`src/common/manycore_mem_pkg.sv`:
```
package manycore_mem_pkg;

   // --------------------
   // widths
   // --------------------

   // one host word
   localparam int data_width_gp = 32;

   // word address, covers every bank together
   localparam int addr_width_gp = 12;

   // byte lanes per word
   localparam int mask_width_gp = data_width_gp / 8;

   // enough for 16 banks
   localparam int bank_id_width_gp = 4;

   // global cycle counter
   localparam int ctr_width_gp = 64;

   // --------------------
   // vector types
   // --------------------

   typedef logic [data_width_gp-1:0] data_t;
   typedef logic [addr_width_gp-1:0] addr_t;
   typedef logic [mask_width_gp-1:0] mask_t;
   typedef logic [bank_id_width_gp-1:0] bank_id_t;
   typedef logic [ctr_width_gp-1:0] ctr_t;

   // last word of the address space, a write here means print-stat
   localparam addr_t print_stat_addr_gp = '1;

   // --------------------
   // host link payloads
   // --------------------

   // request from the host link
   typedef struct packed {
      logic  write_not_read;
      addr_t addr;
      data_t data;
      mask_t mask;
   } mem_req_s;

   // response back to the host, tagged with the answering bank
   // data is zero for writes
   typedef struct packed {
      logic     write_not_read;
      bank_id_t bank_id;
      data_t    data;
   } mem_rsp_s;

endpackage

```
`src/hdl/print_stat_snoop.sv`:
```
`timescale 1ns/100ps

module print_stat_snoop (
   input  logic                         core_clk,
   input  logic                         rst_n_i,

   // accepted request on the host link
   input  logic                         req_fire_i,
   input  manycore_mem_pkg::mem_req_s   req_i,

   output logic                         print_stat_v_o,
   output manycore_mem_pkg::data_t      print_stat_tag_o
);

   import manycore_mem_pkg::*;

   logic  stat_hit;
   logic  stat_v_r;
   data_t stat_tag_r;

   // only accepted writes to the stat word count
   assign stat_hit = req_fire_i
                  && req_i.write_not_read
                  && (req_i.addr == print_stat_addr_gp);

   // single cycle pulse, a new hit on the next cycle pulses again
   always_ff @(posedge core_clk) begin
      if (!rst_n_i) begin
         stat_v_r <= 1'b0;
      end else begin
         stat_v_r <= stat_hit;
      end
   end

   // tag holds the last stat write data
   always_ff @(posedge core_clk) begin
      if (stat_hit) begin
         stat_tag_r <= req_i.data;
      end
   end

   assign print_stat_v_o   = stat_v_r;
   assign print_stat_tag_o = stat_tag_r;

endmodule

```
`config.mk`:
```
export PLATFORM = sky130hd
export DESIGN_NAME = print_stat_snoop
export DESIGN_NICKNAME = d
export VERILOG_FILES = /design/src/common/manycore_mem_pkg.sv /design/src/hdl/print_stat_snoop.sv
export SDC_FILE = /design/constraint.sdc
export NUM_CORES = 1
export LEC_CHECK = 0
export BUFFER_PORTS_ARGS = -buffer_cell sky130_fd_sc_hd__buf_2
export CORE_MARGIN = 5
export CORE_UTILIZATION = 36
export CTS_CLUSTER_DIAMETER = 200
export DETAILED_ROUTE_END_ITERATION = 16
export PLACE_DENSITY = 0.86
export SYNTH_ARGS = -nofsm -noshare
export SYNTH_HDL_FRONTEND = slang
export SYNTH_SLANG_ARGS = --single-unit
```
`constraint.sdc`:
```
create_clock -name core_clk -period 4.5 [get_ports core_clk]
set_input_delay 0.225 -clock core_clk [delete_from_list [all_inputs] [get_ports core_clk]]
set_output_delay 0.225 -clock core_clk [all_outputs]
set_load 0.01 [all_outputs]
```
==> summary.txt, run 1 <==
Outcome
  – Status: finished clean

STA
  – Period minus WS final: roughly 1.9 ns
  – Setup TNS: 0 ns
  – Relative slew margins: between 20% and 30%
  – RSZ-0062 raised after global routing: no
  – Worst Tran Pin Value: 1.11 ns
  – Max frequency: 540 MHz
  – Slew Viols, Final: 0
  – Final setup viols: 0
  – Final worst path period share: roughly two fifths
  – Fin. Hold Viols: 0

Power
  – Cell internal pwr: about 0.41 mW
  – Worst VDD drop: around 260 uV
  – Clk pwr share: between 20 and 30%
  – Switch Pwr: slightly below 0.1 mW
  – Leak pwr: ~0.65 nW
  – Switching share of power: a little under a fifth
  – Combinational Power Share: between 4 and 5%
  – Share of power burned in registers: about two thirds
  – Tot Pwr: ~0.51 mW
  – Power density over the cells: 332 nW/um2

Layout
  – NumNets Final: 180
  – Design Area, Final: about 1500 um2
  – Fin cells: between 150 and 200
  – Layout area overhead: 49.4%
  – Share of layout cells above drive strength 1: between 60% and 70%
  – Ant diodes: 0
  – Core Util, Final: 55.8%

Setup path
  – Crit path max-delay cell type: nor4_2
  – CP arrival: roughly 1.9 ns
  – Worst path required time: ~4.5 ns
  – Critical Path Start Type: input port
  – Critical path, cell by cell: buf_2 -> nand4_1 -> nor4_2 -> buf_4
  – Worst setup EP type: flop
  – Family with the most delay on the worst path: simple AND/OR/NAND/NOR gates
  – Crit Path Category: in -> reg
  – WP buf/inv: 2
  – Crit-path max cell delay: 0.98 ns
  – CP Max Fanout: 22

Floorplanning
  – Die W: around 63 um
  – Starting Density: 37.3%
  – Num rows: 19
  – Core Region: between 2000 and 3000 um2
  – DIE AREA: 4000 um2
  – Die Y: around 63 um
  – Top Ports: 85

Synthesis
  – Average size of a mapped cell: approximately 26 um2
  – Unique cell type count in the Yosys netlist: 6
  – Mapped Area: around 1000 um2
  – Seq/Total Area, Yosys: a little over nine tenths
  – Syn Inst Count: 40
  – Synth warn: 0
  – Syn nets: between 90 and 100
  – FF+latch count, synth: 33

Clocking
  – Maximum clock path buffer count: 2
  – # hold bufs at CTS: 0
  – Clock sink count: 33
  – PostCTS Resize Cnt: 0
  – CTS tree: yes
  – Clock Pin Slew Worst Setup and Hold Paths: 0.10 ns
  – Post CTS Setup Buffer Count: 0
  – Total CTS buffers: 5
  – H-Tree Depth: 2
  – Root Buffer: clkbuf_4

Placed design
  – Count of input and output buffers: 80
  – Placer congestion estimate: 0.670
  – DP Area: 1470 um2
  – Placed Cells: ~150

Global routing
  – First-pass GRT wire length: 3.91 mm
  – Largest net degree at the start of global routing: 23
  – Number of global-route vias before repair: 836
  – Grt ovf: 0
  – Initial antenna violation count: 0
  – Total global-route track usage: a little over an eighth

Worst hold path
  – Hold Startpoint: req_i[12]
  – WHS Path Cells: 1
  – End of the worst hold path: print_stat_tag_o[8]
  – Hold Crit Class: in -> reg

Route
  – Via/cell ratio: between 4 and 5
  – Routed Antenna Nets: 0
  – Detailed Route WL: approximately 2.4 mm
  – DRC: 0
  – Routed via count: 724
  – Wire per inst: ~15 um
  – Detailed Routing Iterations Pass 1: 4
  – Iter 0 DRT Violations: 4

Run
  – Max-cap check violation count: 0
-- layout make-up --
cell class	count	area [um2]
Multi-Input combinational cell	7	46.3
Sequential cell	33	981
Fill cell	224	1210
Timing Repair Buffer	81	408
Tap cell	31	38.8
Clock buffer	6	41.3
Clock inverter	2	10.0
-- worst max path at each step --
stage / start / end / slack (ns) / depth (start not counted)
3_3_place_gp: req_i[37] / print_stat_tag_o[12] / 2.39 / 4
6_report: req_fire_i / print_stat_tag_o[3] / 2.65 / 4
2_1_floorplan: req_i[37] / print_stat_tag_o[0] / 0.47 / 2
3_5_place_dp: req_i[37] / print_stat_tag_o[0] / 2.30 / 4
5_1_grt: req_fire_i / print_stat_tag_o[21] / 2.50 / 4
4_1_cts: req_fire_i / print_stat_tag_o[15] / 2.64 / 4
-- stage by stage --
| stage | setup WS (ns) | hold slack, ns |
|---|---|---|
| after CTS | 2.64 | 0.0494 |
| after floorplan | 0.470 | 0.324 |
| after global routing | 2.50 | 0.0269 |
| after detailed placement | 2.30 | 0.403 |
| after global placement | 2.39 | 0.403 |
| final | 2.65 | 0.0632 |
-- kinds of logic after synthesis --
logic type | count (synthesis) | synth area share, %
simple gates | 7 | 3.92
flops | 33 | 96.1
-- power by group through the flow --
stage          sequential [mW]  combinational [mW]  clock [mW]
3_5_place_dp             0.343              0.0216           0
3_3_place_gp             0.343              0.0204           0
2_1_floorplan            0.343            0.000979           0
4_1_cts                  0.336              0.0216       0.157
6_report                 0.336              0.0214       0.149
5_1_grt                  0.336              0.0240       0.174
-- placed cells by master (no fill, tap or decap), drive strengths merged --
cell type | Yosys | layout
buf | 0 | 81
edfxtp | 32 | 32
clkbuf | 0 | 6
nand4 | 3 | 3
clkinv | 0 | 2
nor4 | 2 | 2
nand2 | 1 | 1
nand3 | 1 | 1
dfxtp | 1 | 1
-- cells in the mapped netlist --
| master | count | area, um2 |
|---|---|---|
| nand3_1 | 1 | 5.00 |
| edfxtp_1 | 32 | 961 |
| nor4_1 | 2 | 12.5 |
| nand2_1 | 1 | 3.75 |
| dfxtp_1 | 1 | 20.0 |
| nand4_1 | 3 | 18.8 |
-- per-layer routing --
layer / share of wire, % / up-vias / track usage [%] / wire, um
met5: 0 / - / 0 / 0
met4: 1.2 / 0 / 4.68 / 29
met3: 20 / 5 / 11.4 / 473
met2: 49 / 68 / 20.1 / 1160
met1: 30 / 311 / 12.7 / 725
li1: - / 340 / - / -
-- state kept, by name, summed over array words and instances (netlist names) --
name and flops:
print_stat_v_o 1, print_stat_tag_o 32
No activity file was read; power rests on OpenSTA's default activity.
==> inputs of run 2 (changes only) <==
clock period = 1.8 ns   (was 4.5 ns; I/O delays follow)
==> run 2 against run 1 <==
  * Hold slack better by 0.036 ns
  * Critical path depth rose by 1
  * Sequential share of layout area decreased by 14 points
  * Global-route usage up 1.6 points
  * Routed wire length up 19%
  * Cell count up 22%
  * Non-clock buffer count up 35
  * Design area increased by 27%
  * Power grew to 3.2 times the previous value
  * Combinational power increased to 5.3 times the previous value
==> summary.txt, run 2 (synthesis results as in run 1) <==
Worst hold path
  – Hold Crit Class: in -> reg
  – End of the worst hold path: print_stat_v_o
  – Hold Startpoint: req_i[38]
  – WHS Path Cells: 3

Power
  – Leak pwr: roughly 0.83 nW
  – Combinational Power Share: roughly 7.0%
  – Worst VDD drop: ~770 uV
  – Switch Pwr: 0.267 mW
  – Power density over the cells: between 800 and 900 nW/um2
  – Cell internal pwr: about 1.4 mW
  – Share of power burned in registers: between 50% and 60%
  – Switching share of power: 16.5%
  – Clk pwr share: around two fifths

Route
  – Routed Antenna Nets: 0
  – Via/cell ratio: about 4.4
  – Detailed Routing Iterations Pass 1: 2
  – Detailed Route WL: 2.85 mm
  – DRC: 0
  – Routed via count: 866
  – Wire per inst: around 15 um
  – Iter 0 DRT Violations: 6

Placed design
  – Half-perimeter wire length after placement: between 1.5 and 2 mm
  – Placed Cells: approximately 150
  – DP Area: about 1500 um2
  – Count of input and output buffers: 80
  – Placer congestion estimate: 0.769

Floorplanning
  – Num rows: 19
  – Die W: approximately 63 um
  – DIE AREA: approximately 4000 um2
  – Core Region: roughly 2700 um2
  – Starting Density: between 30% and 40%
  – Top Ports: 85
  – Die Y: 63.3 um

Layout
  – Fin cells: ~200
  – Layout area overhead: 89.3%
  – NumNets Final: about 220
  – Design Area, Final: between 1500 and 2000 um2
  – Share of layout cells above drive strength 1: 55.5%
  – Fillers: between 150 and 200
  – Multi-input logic area: 55.1 um2
  – Number of flip-flops under the largest register name: 32
  – FF/Latch Area: around 980 um2
  – Most frequent cells in the layout: buf_2 (80), dlygate4sd3_1 (34), edfxtp_1 (32)
  – Most common cell after layout, fill and taps aside: buf_2
  – Ant diodes: 0

Clocking
  – Post CTS Setup Buffer Count: 0
  – Maximum clock path buffer count: 2
  – Root Buffer: clkbuf_4
  – Clock Pin Slew Worst Setup and Hold Paths: about 0.090 ns
  – # hold bufs at CTS: 34
  – Clock sink count: 33
  – H-Tree Depth: 2
  – Total CTS buffers: 5
  – PostCTS Resize Cnt: 0
  – CTS tree: yes

STA
  – Final setup viols: 0
  – Max frequency: roughly 720 MHz
  – Slew Viols, Final: 0
  – Final worst path period share: 76.8%
  – Worst Tran Pin Value: approximately 0.23 ns
  – Setup TNS: 0 ns
  – Fin. Hold Viols: 0
  – Hold slack: around 0.099 ns
  – Relative slew margins: a little over four fifths
  – Period minus WS final: 1.38 ns
  – RSZ-0062 raised after global routing: no

Setup path
  – CP Max Fanout: 16
  – Worst setup EP type: flop
  – Worst path required time: between 1.5 and 2 ns
  – Critical Path Start Type: input port
  – Crit Path Category: in -> reg
  – CP arrival: ~1.4 ns

Global routing
  – Grt ovf: 0
  – Largest net degree at the start of global routing: 17
  – Number of global-route vias before repair: about 940
  – Initial antenna violation count: 0
  – Total global-route track usage: about 15%
  – First-pass GRT wire length: 4.44 mm

Outcome
  – Status: finished clean

Run
  – Max-cap check violation count: 0
## run 2: cell types whose count changed in the layout (fill, tap and decap cells not counted)
cell,change
dlygate4sd3_1,+34
bufinv_16,+2
buf_4,+1
clkbuf_1,-1
clkinv_2,-1
nor4_2,-1
nor4_4,+1
## run 2: cell type report
type | count | share of cell area, %
well taps | 31 | 2.01
clock buffers | 5 | 1.94
clock inverters | 3 | 3.37
multi-input cells | 7 | 2.85
flip-flops and latches | 33 | 50.7
repair buffers | 116 | 39.1
## run 2: worst max-delay path by stage
stage               startpoint  slack, ns              endpoint  cells past startpoint
global route         req_i[42]       0.37  print_stat_tag_o[18]                      5
floorplan            req_i[46]      -0.04   print_stat_tag_o[0]                      2
CTS                  req_i[42]       0.43   print_stat_tag_o[8]                      5
finish               req_i[42]       0.42  print_stat_tag_o[18]                      5
global placement     req_i[46]       0.60  print_stat_tag_o[12]                      4
detailed placement   req_i[46]       0.54  print_stat_tag_o[11]                      4
## run 2: power groups by stage
stage	Clock (mW)	Sequential [mW]	Combinational (mW)
global placement	0	0.858	0.0504
detailed placement	0	0.858	0.0539
floorplan	0	0.858	0.00404
CTS	0.688	0.840	0.111
finish	0.668	0.840	0.113
global route	0.720	0.840	0.122
## run 2: routing by layer
metal  part of all wire, %  global-route usage, %  vias to the layer above
li1                      -                      -                      409
met1                    32                   13.1                      397
met2                    54                   26.9                       55
met3                    13                   7.99                        5
met4                   1.1                   6.23                        0
met5                     0                      0                        -
## run 2: through the flow
stage / util (%) / setup slack (ns) / power (mW)
finish: 70.7 / 0.418 / 1.62
CTS: 70.7 / 0.425 / 1.64
global placement: 54.5 / 0.601 / 0.908
floorplan: - / -0.0398 / 0.862
detailed placement: 54.5 / 0.539 / 0.912
global route: 70.7 / 0.368 / 1.68
## run 2: critical path: stages
cell and delay, ns:
dlygate4sd3_1 0.52, buf_2 0.11, nand2_1 0.09, nor4_4 0.31
buf_4 0.28
