--- config.mk ---
export PLATFORM = sky130hd
export DESIGN_NAME = global_cycle_counter
export DESIGN_NICKNAME = d
export VERILOG_FILES = /design/src/common/manycore_mem_pkg.sv /design/src/hdl/global_cycle_counter.sv
export SDC_FILE = /design/constraint.sdc
export NUM_CORES = 1
export LEC_CHECK = 0
export ABC_AREA = 0
export BUFFER_PORTS_ARGS = -buffer_cell sky130_fd_sc_hd__buf_2
export CORE_AREA = 2 2 79 81
export CTS_CLUSTER_DIAMETER = 50
export CTS_CLUSTER_SIZE = 10
export DETAILED_ROUTE_END_ITERATION = 10
export DIE_AREA = 0 0 81 83
export PLACE_DENSITY = 0.88
export SETUP_SLACK_MARGIN = 0.15
export SYNTH_ARGS = -nofsm -noshare
export SYNTH_HDL_FRONTEND = slang
export SYNTH_SLANG_ARGS = --single-unit
--- constraint.sdc ---
create_clock -name core_clk -period 3 [get_ports core_clk]
set_clock_uncertainty 0.2 [all_clocks]
set_input_delay 0 -clock core_clk [delete_from_list [all_inputs] [get_ports core_clk]]
set_output_delay 0 -clock core_clk [all_outputs]
set_load 0.01 [all_outputs]
--- src/common/manycore_mem_pkg.sv ---
package manycore_mem_pkg;

   // --------------------
   // widths
   // --------------------

   // one host word
   localparam int data_width_gp = 32;

   // word address, covers every bank together
   localparam int addr_width_gp = 12;

   // byte lanes per word
   localparam int mask_width_gp = data_width_gp / 8;

   // enough for 16 banks
   localparam int bank_id_width_gp = 4;

   // global cycle counter
   localparam int ctr_width_gp = 64;

   // --------------------
   // vector types
   // --------------------

   typedef logic [data_width_gp-1:0] data_t;
   typedef logic [addr_width_gp-1:0] addr_t;
   typedef logic [mask_width_gp-1:0] mask_t;
   typedef logic [bank_id_width_gp-1:0] bank_id_t;
   typedef logic [ctr_width_gp-1:0] ctr_t;

   // last word of the address space, a write here means print-stat
   localparam addr_t print_stat_addr_gp = '1;

   // --------------------
   // host link payloads
   // --------------------

   // request from the host link
   typedef struct packed {
      logic  write_not_read;
      addr_t addr;
      data_t data;
      mask_t mask;
   } mem_req_s;

   // response back to the host, tagged with the answering bank
   // data is zero for writes
   typedef struct packed {
      logic     write_not_read;
      bank_id_t bank_id;
      data_t    data;
   } mem_rsp_s;

endpackage

--- src/hdl/global_cycle_counter.sv ---
`timescale 1ns/100ps

module global_cycle_counter #(
   parameter int reset_depth_p = 2
) (
   input  logic                     core_clk,
   input  logic                     rst_n_i,
   output manycore_mem_pkg::ctr_t   global_ctr_o
);

   import manycore_mem_pkg::*;

   // ones shift in behind the release of reset
   logic [reset_depth_p-1:0] rst_dly_r;
   logic                     ctr_run;
   ctr_t                     ctr_r;

   // --------------------
   // reset delay chain
   // --------------------
   always_ff @(posedge core_clk) begin
      if (!rst_n_i) begin
         rst_dly_r <= '0;
      end else begin
         rst_dly_r[0] <= 1'b1;
         for (int i = 1; i < reset_depth_p; i++) begin
            rst_dly_r[i] <= rst_dly_r[i-1];
         end
      end
   end

   // same depth the tile array sees on its reset
   assign ctr_run = rst_dly_r[reset_depth_p-1];

   // --------------------
   // cycle counter
   // --------------------
   always_ff @(posedge core_clk) begin
      if (!rst_n_i || !ctr_run) begin
         ctr_r <= '0;
      end else begin
         ctr_r <= ctr_r + ctr_t'(1);
      end
   end

   assign global_ctr_o = ctr_r;

endmodule

==> impl_metrics.env, run 1 <==
export IMPL_worstSetupStartpointType="flip-flop"
export IMPL_clockPowerShare_pct=48.7
export IMPL_clk_pin_slew_ns=0.08
export IMPL_clock_root_buffer="clkbuf_8"
export IMPL_r2r_setup_slack_ns=0.46
export IMPL_area_growth_pct=21.2
export IMPL_clockBufferDepth=2
export IMPL_synth_edf_count=0
export IMPL_p_sw_uw=352
export IMPL_start_util_pct=54.4
export IMPL_synthDistinctLibCells=33
export IMPL_wirelength_um=8220
export IMPL_finalHoldViolCount=0
export IMPL_hpwl_um=5900
export IMPL_numCtsBuffers=9
export IMPL_intPower_uw=1400
export IMPL_grt_pass1_wl_um=13700
export IMPL_async_flop_share_pct=0
export IMPL_drt_iter0_drc=285
export IMPL_cp_end_kind="flip-flop"
export IMPL_criticalPathCategory="reg -> reg"
export IMPL_synth_fp_nets=375
export IMPL_power_total_uw=1750
export IMPL_p_seq_share_pct=50.3
export IMPL_htree_levels=3
export IMPL_pin_count=66
export IMPL_hp_start="rst_n_i"
export IMPL_relSlewSlack_pct=60.0
export IMPL_min_period_over_period_pct=84.7
export IMPL_synthCells=372
export IMPL_worstPathMaxFanout=8
export IMPL_grt_max_degree=47
export IMPL_synth_seq_cells=66
export IMPL_dp_cells=509
export IMPL_cts_num_sinks=66
export IMPL_grt_overflow=0
export IMPL_min_path_cells=2
export IMPL_syn_area_per_cell_um2=8.50
export IMPL_p_leak_uw=0.00150
export IMPL_synth_top_area_share_pct=41.8
export IMPL_setup_tns_ns=0
export IMPL_row_count=28
export IMPL_min_path_type="in -> reg"
export IMPL_required_ns=3.06
export IMPL_fmax_mhz=394
export IMPL_die_h_um=83
export IMPL_grt_pass1_vias=2866
export IMPL_rr_startpoint="global_ctr_o[0]$_SDFF_PP0_"
export IMPL_vias_per_cell=5.96
export IMPL_place_congestion=0.960
export IMPL_period_needed_ns=2.54
export IMPL_yosys_warnings=0
export IMPL_ant_nets=0
export IMPL_die_x_um=81
export IMPL_cts_tree="yes"
export IMPL_final_cells=526
export IMPL_portBuffers=65
export IMPL_reg2reg_depth=6
export IMPL_diodes=0
export IMPL_drtPass1Iterations=5
export IMPL_ir_drop_v=0.000339
export IMPL_coreArea_um2=5820
export IMPL_reg2reg_to="global_ctr_o[52]$_SDFF_PP0_"
export IMPL_cap_violations=0
export IMPL_p_sw_share_pct=20.1
export IMPL_yosysMostFrequentCell="dfxtp_1"
export IMPL_ys_flop_type="dfxtp_1"
export IMPL_tightest_slew_ns=0.596
export IMPL_grtUsageTotal_pct=25.9
export IMPL_drc=0
export IMPL_drive_gt1_share_pct=21.7
export IMPL_avgRoutedWirePerCell_um=15.6
export IMPL_status="completed"
export IMPL_synth_area_leader_cell="dfxtp_1"
export IMPL_die_area_um2=6720
export IMPL_rsz0062_at_grt="false"
export IMPL_min_to="rst_dly_r[0]$_DFF_P_"
export IMPL_setup_violations=0
export IMPL_clkLatencyLatePin_ns=0.35
export IMPL_vias=3135
export IMPL_synth_area_leaders="dfxtp_1 42%, xor2_1 8.6%, nor2_1 7.1%"
export IMPL_slew_violations=0
export IMPL_power_frac_comb_pct=1.0
export IMPL_yosysSeqAreaShare_pct=41.8
export IMPL_power_density_nw_per_um2=456
export IMPL_synth_top_cells_by_count="66 x dfxtp_1, 60 x nor2_1, 35 x nand4_1"
export IMPL_fin_nets=449
export IMPL_antenna_found_initial=0
export IMPL_ctsResizeCount=0
export IMPL_crit_arrival_ns=2.60
export IMPL_syn_cell_area_um2=3160
## power groups by stage
| stage | Combinational, uW | Clock, uW | Sequential [uW] |
|---|---|---|---|
| 3_5_place_dp | 15.9 | 0 | 900 |
| 5_1_grt | 19.1 | 908 | 879 |
| 6_report | 17.3 | 851 | 879 |
| 3_3_place_gp | 16.0 | 0 | 899 |
| 4_1_cts | 17.2 | 859 | 879 |
| 2_1_floorplan | 10.5 | 0 | 899 |
## stage by stage
stage                     setup WS (ns)  util, %  hold slack, ns  area, um2
after floorplan                   0.834        -          -0.172       3160
after global placement            0.610     61.8         -0.0409       3590
after detailed placement          0.557     61.8         -0.0390       3590
after CTS                         0.502     65.9           0.127       3830
after global routing              0.277     65.9           0.154       3830
final                             0.460     65.9           0.136       3830
## cell families (layout without fill, tap and decap cells)
family,Yosys count,after routing,share of synthesized area [%]
AOI/OAI and AO/OA,28,28,5.26
DFF,66,66,41.8
xor gates and xnor gates,44,44,12.2
muxes,1,1,0.316
buffers and inverters,17,96,2.10
adders and majority gates,1,1,0.396
and+or+nand+nor,215,215,38.0
## timing repair
action | in CTS | in global routing
endpoints found under the hold margin | 12 | 0
hold buffers | 1 | 0
endpoints found under the setup margin | 0 | 0
buffers inserted | 0 | 0
## cell type report
| type | instances | area, um2 |
|---|---|---|
| Fill cell | 508 | 1980 |
| Clock inverter | 4 | 73.8 |
| Sequential cell | 66 | 1320 |
| Clock buffer | 12 | 155 |
| Timing Repair Buffer | 72 | 380 |
| Inverter | 8 | 30.0 |
| Multi-Input combinational cell | 289 | 1780 |
| Tap cell | 75 | 93.8 |
## layout by cell type (no fill, tap or decap), types with 2 or more instances in the layout
| master | count |
|---|---|
| nor4_1 | 9 |
| and4_1 | 5 |
| nand2_1 | 28 |
| nand4_4 | 2 |
| and2_1 | 10 |
| buf_4 | 6 |
| or4_1 | 4 |
| nor3_2 | 3 |
| o21a_1 | 3 |
| o21ai_0 | 9 |
| buf_2 | 65 |
| nor4_4 | 3 |
| or3_1 | 6 |
| o31a_1 | 2 |
| o211ai_1 | 3 |
| dfxtp_1 | 66 |
| nand3_1 | 24 |
| clkbuf_8 | 11 |
| a21oi_1 | 10 |
| and3_1 | 11 |
| nor2_1 | 60 |
| nor3_1 | 8 |
| xor2_1 | 31 |
| nand4b_1 | 2 |
| xnor2_1 | 13 |
| nand2b_1 | 2 |
| inv_1 | 8 |
| bufinv_16 | 2 |
| nand4_1 | 35 |
## worst max-delay path: stages (launching register included)
cell and delay, ns:
dfxtp_1 0.42, ha_1 0.25, nand4_1 0.22, nor3_2 0.51, nand4_1 0.29, or4_1 0.47, o21ai_0 0.09
## sequential cells by signal, indices dropped and copies added, names as in the netlist
register      count
rst_dly_r         2
global_ctr_o     64
## layer usage
layer  vias to the layer above  global-route usage, %  wire, um
met5                         -                      0         0
met4                         0                   11.1       205
met3                        30                   5.98       575
met2                       143                   40.6      3990
met1                      1486                   34.0      3450
li1                       1476                      -         -
## worst max-delay path by stage
stage,startpoint,end,slack (ns),cells after the start
6_report,global_ctr_o[0]$_SDFF_PP0_,global_ctr_o[52]$_SDFF_PP0_,0.46,6
5_1_grt,global_ctr_o[13]$_SDFF_PP0_,global_ctr_o[49]$_SDFF_PP0_,0.28,5
4_1_cts,global_ctr_o[13]$_SDFF_PP0_,global_ctr_o[57]$_SDFF_PP0_,0.50,5
3_5_place_dp,global_ctr_o[13]$_SDFF_PP0_,global_ctr_o[57]$_SDFF_PP0_,0.56,5
3_3_place_gp,global_ctr_o[6]$_SDFF_PP0_,global_ctr_o[55]$_SDFF_PP0_,0.61,5
2_1_floorplan,global_ctr_o[0]$_SDFF_PP0_,global_ctr_o[38]$_SDFF_PP0_,0.83,6
No activity file was read; power rests on OpenSTA's default activity.
==> inputs of run 2 (changes only) <==
--- a/config.mk
+++ b/config.mk
@@ -7,12 +7,12 @@
 export LEC_CHECK = 0
 export ABC_AREA = 0
 export BUFFER_PORTS_ARGS = -buffer_cell sky130_fd_sc_hd__buf_2
-export CORE_AREA = 2 2 79 81
+export CORE_AREA = 2 2 84 86
 export CTS_CLUSTER_DIAMETER = 50
 export CTS_CLUSTER_SIZE = 10
 export DETAILED_ROUTE_END_ITERATION = 10
-export DIE_AREA = 0 0 81 83
-export PLACE_DENSITY = 0.88
+export DIE_AREA = 0 0 86 88
+export PLACE_DENSITY = 0.83
 export SETUP_SLACK_MARGIN = 0.15
 export SYNTH_ARGS = -nofsm -noshare
 export SYNTH_HDL_FRONTEND = slang
==> constraint.sdc (replaced) <==
create_clock -name core_clk -period 2.2 [get_ports core_clk]
set_clock_uncertainty 0.2 [all_clocks]
set_input_delay 0 -clock core_clk [delete_from_list [all_inputs] [get_ports core_clk]]
set_output_delay 0 -clock core_clk [all_outputs]
set_load 0.01 [all_outputs]
==> run 2 against run 1 <==
  * Maximum frequency is 13% higher
  * Design area is 21% higher
  * Sequential cell count stayed put
  * Routed wire length is 31% higher
  * Non-clock buffer count is 70 higher
  * Worst setup slack worse by 0.50 ns
  * Register-to-register slack worse by 0.50 ns
  * Utilization is 4.1 points higher
  * Critical path depth is 3 higher
  * The run now ends with setup timing left
  * Global-route usage is 0.11 points higher
  * Power is 36% higher
  * Hold slack better by 0.011 ns
==> impl_metrics.env, run 2 (synthesized netlist as in run 1, its figures left out) <==
export IMPL_ant_nets=0
export IMPL_portBuffers=65
export IMPL_hpwl_um=6500
export IMPL_place_congestion=0.945
export IMPL_ir_drop_v=0.000508
export IMPL_rsz0062_at_grt="true"
export IMPL_setup_slack_ns=-0.0425
export IMPL_layout_commonest_cell="buf_4"
export IMPL_grt_use_met3_pct=7.73
export IMPL_min_path_type="in -> reg"
export IMPL_relSlewSlack_pct=61.8
export IMPL_grt_max_degree=35
export IMPL_pin_count=66
export IMPL_area_growth_pct=47.0
export IMPL_grt_overflow=0
export IMPL_start_util_pct=47.6
export IMPL_vias=3573
export IMPL_power_density_nw_per_um2=512
export IMPL_clock_root_buffer="clkbuf_8"
export IMPL_wirelength_um=10700
export IMPL_clockBufferDepth=2
export IMPL_place_ws_ns=-0.00372
export IMPL_die_x_um=86
export IMPL_avgRoutedWirePerCell_um=17.9
export IMPL_clk_pin_slew_ns=0.07
export IMPL_worstSetupStartpointType="flip-flop"
export IMPL_r2r_setup_slack_ns=-0.04
export IMPL_reg2reg_to="global_ctr_o[24]$_SDFF_PP0_"
export IMPL_cap_violations=0
export IMPL_slew_violations=0
export IMPL_hp_start="rst_n_i"
export IMPL_violations="setup timing"
export IMPL_mostFrequentLayoutCells="67 x buf_4, 65 x buf_2, 60 x nor2_1"
export IMPL_grt_busiest_layer="met2"
export IMPL_reg2reg_depth=9
export IMPL_drive_gt1_share_pct=41.7
export IMPL_nFillCells=458
export IMPL_fin_nets=519
export IMPL_fmax_mhz=446
export IMPL_crit_arrival_ns=2.26
export IMPL_largest_reg_flops=64
export IMPL_grt_use_met1_pct=30.9
export IMPL_row_count=30
export IMPL_antenna_found_initial=0
export IMPL_min_to="rst_dly_r[0]$_DFF_P_"
export IMPL_vias_per_cell=5.95
export IMPL_finalHoldViolCount=0
export IMPL_grt_use_met2_pct=44.7
export IMPL_clkLatencyLatePin_ns=0.35
export IMPL_grt_pass1_vias=3320
export IMPL_die_h_um=88
export IMPL_setup_violations=2
export IMPL_coreArea_um2=6640
export IMPL_drtPass1Iterations=5
export IMPL_numCtsBuffers=9
export IMPL_cp_end_kind="flip-flop"
export IMPL_htree_levels=3
export IMPL_rr_startpoint="global_ctr_o[0]$_SDFF_PP0_"
export IMPL_drc=0
export IMPL_cts_tree="yes"
export IMPL_min_path_cells=2
export IMPL_criticalPathCategory="reg -> reg"
export IMPL_cts_num_sinks=66
export IMPL_die_area_um2=7570
export IMPL_drt_iter0_drc=295
export IMPL_status="finished, violations left"
export IMPL_p_leak_uw=0.00198
export IMPL_tightest_slew_ns=0.569
export IMPL_min_period_over_period_pct=102
export IMPL_diodes=0
export IMPL_period_needed_ns=2.24
export IMPL_worstPathMaxFanout=6
export IMPL_grt_pass1_wl_um=15600
export IMPL_hold_ws_ns=0.147
export IMPL_required_ns=2.21
export IMPL_dp_cells=551
export IMPL_grtUsageTotal_pct=26.1
export IMPL_final_cells=601
-- run 2: changes by cell type in the layout (fill, tap and decap cells not counted), moves of 3 or more --
| cell | delta |
|---|---|
| a21oi_1 | -5 |
| nor3_4 | +3 |
| buf_4 | +61 |
| nor4_1 | -5 |
| buf_6 | +8 |
| dfxtp_2 | +16 |
| nor4_4 | +3 |
| dfxtp_1 | -24 |
| a21oi_2 | +5 |
| nand3_1 | -3 |
| dfxtp_4 | +8 |
-- run 2: worst max path at each step --
stage                                 from                           to  slack, ns  depth (start not counted)
2_1_floorplan  global_ctr_o[16]$_SDFF_PP0_  global_ctr_o[55]$_SDFF_PP0_       0.16                          5
3_5_place_dp   global_ctr_o[10]$_SDFF_PP0_  global_ctr_o[55]$_SDFF_PP0_     -0.004                          6
3_3_place_gp   global_ctr_o[10]$_SDFF_PP0_  global_ctr_o[55]$_SDFF_PP0_       0.04                          6
6_report        global_ctr_o[0]$_SDFF_PP0_  global_ctr_o[24]$_SDFF_PP0_      -0.04                          9
4_1_cts         global_ctr_o[0]$_SDFF_PP0_  global_ctr_o[38]$_SDFF_PP0_       0.10                          6
5_1_grt         global_ctr_o[0]$_SDFF_PP0_  global_ctr_o[24]$_SDFF_PP0_       -0.1                          9
-- run 2: repair_timing --
action / 4_1_cts / 5_1_grt
endpoints found under the hold margin: 3 / 0
pin swaps: 21 / 35
setup buffers: 14 / 19
gates resized for setup: 35 / 33
hold buffers: 1 / 0
endpoints found under the setup margin: 16 / 43
-- run 2: final cells by class --
class	instances	area (um2)	area share, %
multi-input cells	289	1970	42.5
flip-flops and latches	66	1370	29.5
inverters	8	30.0	0.646
repair buffers	142	948	20.4
well taps	80	100	2.15
clock buffers	10	138	2.96
clock inverters	6	88.8	1.91
-- run 2: worst max-delay path: stages (launching register included) --
cell	delay [ns]
dfxtp_2	0.36
ha_2	0.22
nand4_1	0.20
nor3_4	0.28
buf_4	0.16
buf_4	0.10
buf_4	0.15
nand3_1	0.12
xor2_1	0.24
nor2_1	0.08
-- run 2: stage by stage --
| step | total power (uW) | cell area [um2] | setup TNS [ns] | utilization, % |
|---|---|---|---|---|
| 3_3_place_gp | 1250 | 3920 | 0 | 59.0 |
| 3_5_place_dp | 1250 | 3920 | -0.00372 | 59.0 |
| 6_report | 2380 | 4650 | -0.0516 | 70.0 |
| 5_1_grt | 2450 | 4650 | -0.637 | 70.0 |
| 4_1_cts | 2390 | 4370 | 0 | 65.8 |
| 2_1_floorplan | 1240 | 3190 | 0 | - |
-- run 2: power by group --
group | switching (uW) | internal (uW) | leakage (uW) | total (uW)
clock | 492 | 670 | 0.000109 | 1160
combinational | 20.9 | 10.2 | 0.00132 | 31.1
sequential | 1.93 | 1190 | 0.000547 | 1190
total | 515 | 1870 | 0.00198 | 2380
-- run 2: metal layers --
layer / vias up / wire length, um
met5: - / 0
met2: 191 / 5410
met3: 42 / 770
met1: 1721 / 4230
met4: 0 / 333
li1: 1619 / -
==> inputs of run 3 (changes only) <==
--- a/config.mk
+++ b/config.mk
@@ -6,13 +6,13 @@
 export NUM_CORES = 1
 export LEC_CHECK = 0
 export ABC_AREA = 0
+export ABC_CLOCK_PERIOD_IN_PS = 2200
 export BUFFER_PORTS_ARGS = -buffer_cell sky130_fd_sc_hd__buf_2
 export CORE_AREA = 2 2 84 86
-export CTS_CLUSTER_DIAMETER = 50
 export CTS_CLUSTER_SIZE = 10
 export DETAILED_ROUTE_END_ITERATION = 10
 export DIE_AREA = 0 0 86 88
-export PLACE_DENSITY = 0.83
+export PLACE_DENSITY = 0.76
 export SETUP_SLACK_MARGIN = 0.15
 export SYNTH_ARGS = -nofsm -noshare
 export SYNTH_HDL_FRONTEND = slang
==> run 3 against run 2 <==
  * The run now ends clean
  * Combinational power fell by 14%
  * Sequential power about the same
  * Worst setup slack gained 0.19 ns
  * Die area unchanged
  * Critical path depth shrank 2
  * Utilization down 3.3 points
  * Sequential cell count unchanged
  * Register-to-register slack improved by 0.19 ns
  * Routed wire length down 12%
==> impl_metrics.env, run 3 (synthesized netlist as in run 1, its figures left out) <==
export IMPL_status="completed"
export IMPL_clk_pin_slew_ns=0.08
export IMPL_htree_levels=3
export IMPL_min_path_type="in -> reg"
export IMPL_hpwl_um=6260
export IMPL_cap_violations=0
export IMPL_pin_count=66
export IMPL_grt_pass1_vias=3224
export IMPL_min_period_over_period_pct=93.3
export IMPL_vias_per_cell=5.67
export IMPL_largest_reg_flops=64
export IMPL_mostFrequentLayoutCells="65 x buf_2, 61 x buf_4, 60 x nor2_1"
export IMPL_ir_drop_v=0.000370
export IMPL_ant_nets=0
export IMPL_avgRoutedWirePerCell_um=16.1
export IMPL_clock_root_buffer="clkbuf_8"
export IMPL_crit_arrival_ns=2.12
export IMPL_fin_nets=508
export IMPL_diodes=0
export IMPL_setup_tns_ns=0
export IMPL_row_count=30
export IMPL_cp_end_kind="flip-flop"
export IMPL_setup_violations=0
export IMPL_die_x_um=86
export IMPL_wirelength_um=9490
export IMPL_required_ns=2.27
export IMPL_cts_tree="yes"
export IMPL_clkLatencyLatePin_ns=0.35
export IMPL_grtUsageTotal_pct=24.6
export IMPL_drtPass1Iterations=7
export IMPL_grt_pass1_wl_um=14800
export IMPL_hold_ws_ns=0.140
export IMPL_grt_overflow=0
export IMPL_antenna_found_initial=0
export IMPL_numCtsBuffers=9
export IMPL_final_util_pct=66.7
export IMPL_die_area_um2=7570
export IMPL_worstSetupStartpointType="flip-flop"
export IMPL_rsz0062_at_grt="true"
export IMPL_coreArea_um2=6640
export IMPL_crit_chain="nand4_4, nor4_4, buf_4, buf_12, nand4_1, or3_1, a21oi_1"
export IMPL_slew_violations=0
export IMPL_nFillCells=532
export IMPL_drive_gt1_share_pct=38.6
export IMPL_setup_slack_ns=0.147
export IMPL_dp_cells=549
export IMPL_cp_num_buf_inv=2
export IMPL_layout_commonest_cell="buf_2"
export IMPL_crit_family="simple AND/OR/NAND/NOR gates"
export IMPL_start_util_pct=47.6
export IMPL_period_needed_ns=2.05
export IMPL_place_ws_ns=0.0741
export IMPL_power_density_nw_per_um2=480
export IMPL_criticalPathCategory="reg -> reg"
export IMPL_portBuffers=65
export IMPL_finalHoldViolCount=0
export IMPL_p_leak_uw=0.00185
export IMPL_worstPathMaxFanout=5
export IMPL_tightest_slew_ns=0.479
export IMPL_clockBufferDepth=2
export IMPL_max_stage_delay_ns=0.41
export IMPL_cts_num_sinks=66
export IMPL_drc=0
export IMPL_die_h_um=88
export IMPL_area_growth_pct=40.1
export IMPL_fmax_mhz=487
export IMPL_drt_iter0_drc=268
export IMPL_final_cells=590
export IMPL_relSlewSlack_pct=67.9
export IMPL_vias=3343
export IMPL_place_congestion=0.911
export IMPL_grt_max_degree=35
export IMPL_slowest_stage="or3_1"
run 3: cell count changes in the layout (fill, tap and decap cells not counted), sizes merged:
cell,change
clkinv,+4
bufinv,-2
buf,-12
clkbuf,+1
clkinvlp,-1
inv,-1
run 3: path summary, 6_finish.rpt:
| kind | endpoint | startpoint | slack (ns) | depth (start not counted) |
|---|---|---|---|---|
| min | rst_dly_r[0]$_DFF_P_ | rst_n_i | 0.14 | 2 |
| max | global_ctr_o[49]$_SDFF_PP0_ | global_ctr_o[12]$_SDFF_PP0_ | 0.15 | 7 |
| max reg2reg | global_ctr_o[49]$_SDFF_PP0_ | global_ctr_o[12]$_SDFF_PP0_ | 0.15 | 7 |
| min reg2reg | rst_dly_r[1]$_SDFF_PN0_ | rst_dly_r[0]$_DFF_P_ | 0.26 | 1 |
run 3: worst reg2reg max path, stage by stage, from the launching register on:
cell	delay (ns)
dfxtp_4	0.38
nand4_4	0.15
nor4_4	0.28
buf_4	0.18
buf_12	0.12
nand4_1	0.14
or3_1	0.41
a21oi_1	0.12
run 3: per-stage QoR:
step,power (uW),cell area (um2)
after floorplan,1240,3190
after global placement,1250,3900
after detailed placement,1250,3900
after CTS,2140,4220
after global routing,2190,4430
final,2130,4430
run 3: layer usage:
| layer | global-route usage (%) | vias to the layer above | part of all wire [%] | wire, um |
|---|---|---|---|---|
| met5 | 0 | - | 0 | 0 |
| met3 | 5.28 | 27 | 6.3 | 594 |
| met2 | 41.5 | 151 | 48 | 4580 |
| li1 | - | 1595 | - | - |
| met4 | 11.0 | 0 | 2.2 | 209 |
| met1 | 30.3 | 1570 | 43 | 4110 |
run 3: final cells by class:
type	instances	area, um2	share of cell area, %
clock buffers	10	138	3.11
clock inverters	6	32.5	0.734
inverters	8	30.0	0.678
multi-input cells	289	1900	42.8
flip-flops and latches	66	1370	31.0
well taps	80	100	2.26
repair buffers	131	861	19.4
run 3: timing repair:
item / CTS / global route
setup endpoints to repair: 12 / 29
pin swaps: 10 / 25
gates cloned: 0 / 1
endpoints found under the hold margin: 13 / 0
buffers inserted: 10 / 13
hold buffers: 1 / 0
gates resized for setup: 15 / 32
run 3: where the power goes:
part / internal (uW) / leakage, uW / switching [uW]
combinational: 7.71 / 0.00121 / 19.0
sequential: 1190 / 0.000548 / 2.44
clock: 429 / 0.0000916 / 483
total: 1620 / 0.00185 / 505
